**config.mk**
```make
export PLATFORM = sky130hd
export DESIGN_NAME = retire_unit
export DESIGN_NICKNAME = d
export VERILOG_FILES = /design/src/source/retire_pkg.sv /design/src/source/retire_unit.sv /design/src/source/commit_stage.sv /design/src/source/retire_buffer.sv /design/src/source/complete_stage.sv
export VERILOG_INCLUDE_DIRS = /design/src /design/src/source
export SDC_FILE = /design/constraint.sdc
export NUM_CORES = 2
export LEC_CHECK = 0
export BUFFER_PORTS_ARGS = -buffer_cell sky130_fd_sc_hd__buf_2
export CORE_ASPECT_RATIO = 0.75
export CORE_MARGIN = 2
export CORE_UTILIZATION = 35
export DETAILED_ROUTE_END_ITERATION = 10
export PLACE_DENSITY = 0.61
export SLEW_MARGIN = 10
export SYNTH_ARGS = -nofsm -noshare
export SYNTH_HDL_FRONTEND = slang
export SYNTH_HIERARCHICAL = 1
export SYNTH_SLANG_ARGS = --single-unit
```
**constraint.sdc**
```tcl
create_clock -name clock -period 18.26 [get_ports clock]
set_clock_uncertainty 0.1 [all_clocks]
set_input_delay 2.739 -clock clock [delete_from_list [all_inputs] [get_ports clock]]
set_output_delay 2.739 -clock clock [all_outputs]
set_load 0.1 [all_outputs]
```
**src/source/retire_settings.svh**
```systemverilog
`ifndef RETIRE_SETTINGS_SVH
`define RETIRE_SETTINGS_SVH

// data and address width
`define XLEN 32

// reorder slots, must stay a power of two so the head wraps for free
`define ROB_SZ 16

// bits needed to name one reorder slot
`define ROB_IDX_W 4

// architectural register index
`define REG_IDX_W 5

`endif
```
**src/source/retire_pkg.sv**
```systemverilog
`include "retire_settings.svh"

package retire_pkg;

    // register format view of an instruction word
    typedef struct packed {
        logic [6:0]            funct7;
        logic [`REG_IDX_W-1:0] rs2;
        logic [`REG_IDX_W-1:0] rs1;
        logic [2:0]            funct3;
        logic [`REG_IDX_W-1:0] rd;
        logic [6:0]            opcode;
    } inst_r_t;

    // store format view, rd bits become the low immediate
    typedef struct packed {
        logic [6:0]            imm_hi;
        logic [`REG_IDX_W-1:0] rs2;
        logic [`REG_IDX_W-1:0] rs1;
        logic [2:0]            funct3;
        logic [4:0]            imm_lo;
        logic [6:0]            opcode;
    } inst_s_t;

    // one 32 bit word, read either way
    typedef union packed {
        inst_r_t r;
        inst_s_t s;
    } inst_t;

    typedef enum logic [1:0] {
        ALU    = 2'h0,
        LOAD   = 2'h1,
        STORE  = 2'h2,
        BRANCH = 2'h3
    } funit_e;

    // matches the low two bits of a store funct3
    typedef enum logic [1:0] {
        BYTE = 2'h0,
        HALF = 2'h1,
        WORD = 2'h2
    } mem_size_e;

    typedef enum logic [1:0] {
        NO_ERROR      = 2'h0,
        ILLEGAL_INST  = 2'h1,
        HALTED_ON_WFI = 2'h2
    } exception_e;

    // completion report from a functional unit
    typedef struct packed {
        logic                  valid;
        logic [`ROB_IDX_W-1:0] rob_index;
        inst_t                 inst;
        funit_e                function_type;
        logic                  illegal;
        logic                  halt;
        logic [`XLEN-1:0]      pc;
        logic [`XLEN-1:0]      npc;
        logic                  regfile_en;
        logic [`XLEN-1:0]      regfile_data;
        // address for stores
        logic [`XLEN-1:0]      result;
        // store data
        logic [`XLEN-1:0]      opb_value;
    } complete_packet_t;

    // what a reorder slot holds until its turn
    typedef struct packed {
        logic                  valid;
        inst_t                 inst;
        funit_e                function_type;
        mem_size_e             mem_size;
        exception_e            error_status;
        logic [`XLEN-1:0]      pc;
        logic [`XLEN-1:0]      npc;
        logic                  regfile_en;
        logic [`REG_IDX_W-1:0] regfile_idx;
        logic [`XLEN-1:0]      regfile_data;
        logic [`XLEN-1:0]      result;
        logic [`XLEN-1:0]      opb_value;
    } retire_entry_t;

    typedef struct packed {
        logic                  valid;
        exception_e            error_status;
        logic                  wr_en;
        logic [`REG_IDX_W-1:0] wr_idx;
        logic [`XLEN-1:0]      wr_data;
        logic [`XLEN-1:0]      npc;
    } commit_t;

    typedef struct packed {
        logic             valid;
        mem_size_e        size;
        logic [`XLEN-1:0] addr;
        logic [`XLEN-1:0] data;
    } store_req_t;

endpackage

```
**src/source/retire_unit.sv**
```systemverilog
`include "retire_settings.svh"

module retire_unit
    import retire_pkg::*;
(
    input  logic             clock,
    input  logic             rst_n,
    input  logic             flush,
    input  complete_packet_t co_packet,
    output commit_t          commit,
    output store_req_t       store_req,
    output logic [31:0]      completed_insts,
    output logic             halted
);

    // completion register to buffer
    retire_entry_t         in_entry;
    logic [`ROB_IDX_W-1:0] in_index;

    // buffer to commit register
    retire_entry_t         out_entry;

    // report in, entry out one cycle later
    complete_stage complete_stage_i (
        .clock     (clock),
        .rst_n     (rst_n),
        .flush     (flush),
        .co_packet (co_packet),
        .in_entry  (in_entry),
        .in_index  (in_index)
    );

    // reorder slots, head bypass, in-order release
    retire_buffer retire_buffer_i (
        .clock     (clock),
        .rst_n     (rst_n),
        .flush     (flush),
        .halted    (halted),
        .in_entry  (in_entry),
        .in_index  (in_index),
        .out_entry (out_entry)
    );

    // commit and store ports, halt level fed back to the buffer
    commit_stage commit_stage_i (
        .clock           (clock),
        .rst_n           (rst_n),
        .out_entry       (out_entry),
        .commit          (commit),
        .store_req       (store_req),
        .completed_insts (completed_insts),
        .halted          (halted)
    );

endmodule

```
**src/source/commit_stage.sv**
```systemverilog
module commit_stage
    import retire_pkg::*;
(
    input  logic          clock,
    input  logic          rst_n,
    input  retire_entry_t out_entry,
    output commit_t       commit,
    output store_req_t    store_req,
    output logic [31:0]   completed_insts,
    output logic          halted
);

    // control flops
    logic       commit_valid_q;
    logic       store_valid_q;

    // payload flops
    commit_t    commit_q;
    store_req_t store_q;

    // decode of the leaving entry
    logic       is_store;
    logic       is_fault;

    assign is_store = out_entry.valid && (out_entry.function_type == STORE);
    assign is_fault = out_entry.valid && (out_entry.error_status != NO_ERROR);

    always_ff @(posedge clock or negedge rst_n) begin
        if (!rst_n) begin
            commit_valid_q  <= 1'b0;
            store_valid_q   <= 1'b0;
            completed_insts <= '0;
            halted          <= 1'b0;
        end else begin
            commit_valid_q <= out_entry.valid;
            store_valid_q  <= is_store;
            if (out_entry.valid) begin
                completed_insts <= completed_insts + 32'd1;
            end
            // sticky until reset
            // faulting instruction itself still retires and counts
            if (is_fault) begin
                halted <= 1'b1;
            end
        end
    end

    // payload holds between retirements
    always_ff @(posedge clock) begin
        if (out_entry.valid) begin
            commit_q <= '{
                valid:        out_entry.valid,
                error_status: out_entry.error_status,
                wr_en:        out_entry.regfile_en,
                wr_idx:       out_entry.regfile_idx,
                wr_data:      out_entry.regfile_data,
                npc:          out_entry.npc
            };
        end
        // address from result, data from operand b
        if (is_store) begin
            store_q <= '{
                valid: is_store,
                size:  out_entry.mem_size,
                addr:  out_entry.result,
                data:  out_entry.opb_value
            };
        end
    end

    // valid bits come from the reset flops
    always_comb begin
        commit          = commit_q;
        commit.valid    = commit_valid_q;
        store_req       = store_q;
        store_req.valid = store_valid_q;
    end

    // buffer must go quiet once halted reaches it
    a_quiet_when_halted: assert property (
        @(posedge clock) disable iff (!rst_n)
        halted |-> !out_entry.valid
    ) else $error("commit_stage: entry retired after halt");

endmodule

```
**src/source/retire_buffer.sv**
```systemverilog
`include "retire_settings.svh"

module retire_buffer
    import retire_pkg::*;
(
    input  logic                  clock,
    input  logic                  rst_n,
    input  logic                  flush,
    input  logic                  halted,
    input  retire_entry_t         in_entry,
    input  logic [`ROB_IDX_W-1:0] in_index,
    output retire_entry_t         out_entry
);

    // slot payload, valid bits kept in a separate vector
    retire_entry_t         slot_q [`ROB_SZ];
    logic [`ROB_SZ-1:0]    slot_valid;

    // oldest unretired slot
    logic [`ROB_IDX_W-1:0] head;

    logic                  do_forward;
    logic                  do_park;
    logic                  do_retire;

    // arriving entry is the head itself, skip the slot
    // no bypass while halted or while the buffer is being emptied
    assign do_forward = in_entry.valid && (in_index == head) && !halted && !flush;

    // everything else that arrives waits in its slot
    // this includes the head slot while halted
    assign do_park = in_entry.valid && !do_forward;

    always_comb begin
        if (do_forward) begin
            out_entry = in_entry;
        end else begin
            out_entry       = slot_q[head];
            out_entry.valid = slot_valid[head];
        end
        // nothing leaves while halted
        // nothing leaves in the flush cycle either, it belongs to the flushed window
        if (halted || flush) begin
            out_entry.valid = 1'b0;
        end
    end

    // one instruction per cycle, whenever the head is present
    assign do_retire = out_entry.valid;

    always_ff @(posedge clock or negedge rst_n) begin
        if (!rst_n) begin
            slot_valid <= '0;
            head       <= '0;
        end else if (flush) begin
            // drop every parked entry, restart at slot zero
            slot_valid <= '0;
            head       <= '0;
        end else begin
            // forwarded entries never occupied the slot
            if (do_retire && !do_forward) begin
                slot_valid[head] <= 1'b0;
            end
            if (do_park) begin
                slot_valid[in_index] <= 1'b1;
            end
            // wraps at ROB_SZ
            if (do_retire) begin
                head <= head + 1'b1;
            end
        end
    end

    // payload write, no reset needed behind the valid bits
    always_ff @(posedge clock) begin
        if (do_park) begin
            slot_q[in_index] <= in_entry;
        end
    end

    // completion units must not report twice into an occupied slot
    a_no_overwrite: assert property (
        @(posedge clock) disable iff (!rst_n || flush)
        do_park |-> !slot_valid[in_index]
    ) else $error("retire_buffer: report for slot %0d while slot is still full", in_index);

    // a bypassed head must not have a stale copy sitting in its slot
    a_forward_empty: assert property (
        @(posedge clock) disable iff (!rst_n)
        do_forward |-> !slot_valid[head]
    ) else $error("retire_buffer: forwarded head %0d already parked", head);

endmodule

```
**src/source/complete_stage.sv**
```systemverilog
`include "retire_settings.svh"

module complete_stage
    import retire_pkg::*;
(
    input  logic                  clock,
    input  logic                  rst_n,
    input  logic                  flush,
    input  complete_packet_t      co_packet,
    output retire_entry_t         in_entry,
    output logic [`ROB_IDX_W-1:0] in_index
);

    // sampled report, valid bit tracked on its own
    logic             pkt_valid_q;
    complete_packet_t pkt_q;

    // decoded pieces of the sampled report
    exception_e       err_code;
    mem_size_e        st_size;

    always_ff @(posedge clock or negedge rst_n) begin
        if (!rst_n) begin
            pkt_valid_q <= 1'b0;
        end else begin
            // a report arriving with the flush pulse is dropped
            pkt_valid_q <= co_packet.valid && !flush;
        end
    end

    // payload only loads on a real report
    always_ff @(posedge clock) begin
        if (co_packet.valid) begin
            pkt_q <= co_packet;
        end
    end

    // illegal wins over wfi
    always_comb begin
        if (pkt_q.illegal) begin
            err_code = ILLEGAL_INST;
        end else if (pkt_q.halt) begin
            err_code = HALTED_ON_WFI;
        end else begin
            err_code = NO_ERROR;
        end
    end

    // store width from funct3 in s format
    // sign bit of funct3 is meaningless for stores, ignored
    always_comb begin
        case (pkt_q.inst.s.funct3[1:0])
            2'b00: begin
                st_size = BYTE;
            end
            2'b01: begin
                st_size = HALF;
            end
            default: begin
                st_size = WORD;
            end
        endcase
    end

    // retire entry, straight from the register
    always_comb begin
        in_entry.valid         = pkt_valid_q;
        in_entry.inst          = pkt_q.inst;
        in_entry.function_type = pkt_q.function_type;
        // only looked at downstream when this is a store
        in_entry.mem_size      = st_size;
        in_entry.error_status  = err_code;
        in_entry.pc            = pkt_q.pc;
        in_entry.npc           = pkt_q.npc;
        in_entry.regfile_en    = pkt_q.regfile_en;
        // destination from rd in r format
        in_entry.regfile_idx   = pkt_q.inst.r.rd;
        in_entry.regfile_data  = pkt_q.regfile_data;
        in_entry.result        = pkt_q.result;
        in_entry.opb_value     = pkt_q.opb_value;
    end

    // slot the entry belongs to
    assign in_index = pkt_q.rob_index;

endmodule

```
==> flow_metrics.env <==
export IMPL_crit_family="buffers and inverters"
export IMPL_yosys_warnings=6
export IMPL_die_x_um=616
export IMPL_postRouteAntennaNets=0
export IMPL_cts_resized_gates=0
export IMPL_worstSetupPathType="in -> reg"
export IMPL_period_share=0.408
export IMPL_clkLatencyLatePin_ns=0.91
export IMPL_globalRouteOverflowTotal=0
export IMPL_place_congestion=0.746
export IMPL_dp_cells=8115
export IMPL_num_io_pins=378
export IMPL_avgSynthCellArea_um2=22.5
export IMPL_path_cells="buf_2 > or2_1 > nor3b_2 > nand2_4 > buf_12 > nand2_1 > nor2_4 > buf_4 > buf_4"
export IMPL_syn_inst=4367
export IMPL_synth_net_count=4577
export IMPL_fmax_mhz=134
export IMPL_end_kind="flip-flop"
export IMPL_hp_class="reg -> reg"
export IMPL_drt_iter0_drc=4470
export IMPL_grt_pass1_wl_um=346000
export IMPL_drc=0
export IMPL_clock_root_buffer="clkbuf_16"
export IMPL_num_vias=45100
export IMPL_p_per_area_nw_per_um2=109
export IMPL_grt_pass1_vias=45900
export IMPL_worstMarginPinSlew_ns=1.22
export IMPL_startpoint_type="input pin"
export IMPL_clock_sinks=2578
export IMPL_area_growth_pct=13.2
export IMPL_setup_viol=0
export IMPL_slew_headroom=0.183
export IMPL_slew_violations=0
export IMPL_tritoncts="built"
export IMPL_hold_viol_final=0
export IMPL_dr_pass1_iters=5
export IMPL_drive_gt1_frac=0.308
export IMPL_avgRoutedWirePerCell_um=28.4
export IMPL_status="finished, final reports clean"
export IMPL_io_buffers=320
export IMPL_power_leakage_nw=34.6
export IMPL_cp_arrival_ns=7.85
export IMPL_cp_buffers_inverters=4
export IMPL_rsz0062_at_grt="no"
export IMPL_cp_required_ns=18.66
export IMPL_cts_setup_buffers=0
export IMPL_fin_crit_ns=7.45
export IMPL_track_usage=0.168
export IMPL_critPathSlowestCell="buf_4"
export IMPL_chipHeight_um=463
export IMPL_drt_wl_total_um=243000
export IMPL_slowest_delay_ns=0.94
export IMPL_drv_cap=0
export IMPL_tns_ns=0
export IMPL_fp_dieArea_um2=285000
export IMPL_netlist_area_um2=98400
export IMPL_cp_common_cell="buf_4"
export IMPL_cts_hold_buf=0
export IMPL_post_drt_via_cell_ratio=5.27
export IMPL_antenna_found_initial=31
export IMPL_cts_max_level=4
export IMPL_path_max_fanout=110
export IMPL_coreArea_um2=280000
export IMPL_rows=168
export IMPL_cts_buffer_depth=4
export IMPL_initial_core_util=0.352
export IMPL_cts_buffers=248
export IMPL_fin_cells=8569
export IMPL_clk_pin_slew_ns=0.06
export IMPL_grt_max_degree=111
export IMPL_final_nets=4835
export IMPL_fillerInstances=24600
export IMPL_vdd_ir_drop_max_v=0.0000879
export IMPL_hpwlAfterDp_um=122000
path summary, 6_finish.rpt:
path | end | depth (start not counted) | start | slack, ns
max | retire_buffer_i/slot_q[7][82] | 9 | flush | 10.81
min | commit_stage_i/completed_insts[31] | 1 | commit_stage_i/completed_insts[31] | 0.38
max reg2reg | commit_stage_i/commit[69] | 7 | retire_buffer_i/head[2] | 12.06
min reg2reg | commit_stage_i/completed_insts[31] | 1 | commit_stage_i/completed_insts[31] | 0.38
max in group asynchronous | retire_buffer_i/head[2] | 2 | rst_n | 15.49
min in group asynchronous | retire_buffer_i/head[1] | 2 | rst_n | 1.96
per-layer routing:
metal  wire length [um]  vias up  global-route usage
met3              14600      312              0.0275
met5                 34        -                   0
li1                   -    18400                   -
met4               4910        6              0.0343
met1             107000    24800               0.242
met2             116000     1561               0.270
power breakdown:
part           internal [mW]  leakage, nW  switching (mW)
combinational         0.0535         6.98           0.120
sequential              6.62         23.6           0.122
clock                   2.98         4.00            2.20
registers in the layout (all words and copies together) (netlist names):
register	count
commit_stage_i/completed_insts	32
complete_stage_i/pkt_q	2
retire_buffer_i/slot_q	2240
commit_stage_i/store_req	66
complete_stage_i/in_entry	138
retire_buffer_i/head	4
commit_stage_i/halted	1
commit_stage_i/commit_valid_q	1
complete_stage_i/pkt_valid_q	1
complete_stage_i/in_index	4
retire_buffer_i/slot_valid	16
commit_stage_i/commit	72
commit_stage_i/store_valid_q	1
through the flow:
| stage | util | hold slack [ns] | power (mW) | cell area [um2] | setup slack, ns |
|---|---|---|---|---|---|
| after floorplan | - | 0.409 | 6.94 | 98400 | 3.80 |
| after global placement | 0.369 | 0.374 | 7.03 | 103000 | 9.91 |
| after detailed placement | 0.369 | 0.382 | 7.05 | 103000 | 9.85 |
| after CTS | 0.398 | 0.390 | 12.2 | 111000 | 10.81 |
| after global routing | 0.398 | 0.411 | 12.5 | 111000 | 10.66 |
| final | 0.398 | 0.384 | 12.1 | 111000 | 10.81 |
placed cells by master, fill, tap and decap left out, types with 9 or more instances in the layout:
master / instances
a211oi_1: 17
a21o_1: 13
a21oi_1: 13
buf_2: 319
buf_4: 80
bufinv_16: 35
clkbuf_1: 30
clkbuf_16: 249
clkinv_1: 57
clkinv_2: 56
dfrtp_1: 52
edfxtp_1: 2522
inv_1: 9
inv_8: 16
mux2i_1: 31
mux4_2: 676
nand2_1: 414
nand3_1: 20
nand4_1: 10
nor2_1: 17
o21ai_1: 13
o221ai_1: 13
o22ai_1: 13
o31ai_1: 12
xnor2_1: 27
final cells by class:
cell class,count,area (um2),area share
flip-flops and latches,2578,77100,0.693
multi-input cells,1372,19000,0.170
clock buffers,279,6340,0.0569
well taps,3740,4680,0.0420
repair buffers,401,2230,0.0200
clock inverters,172,1810,0.0162
inverters,24,195,0.00175
diodes,3,7.51,0.0000674
(Power assumes the default switching activity.)
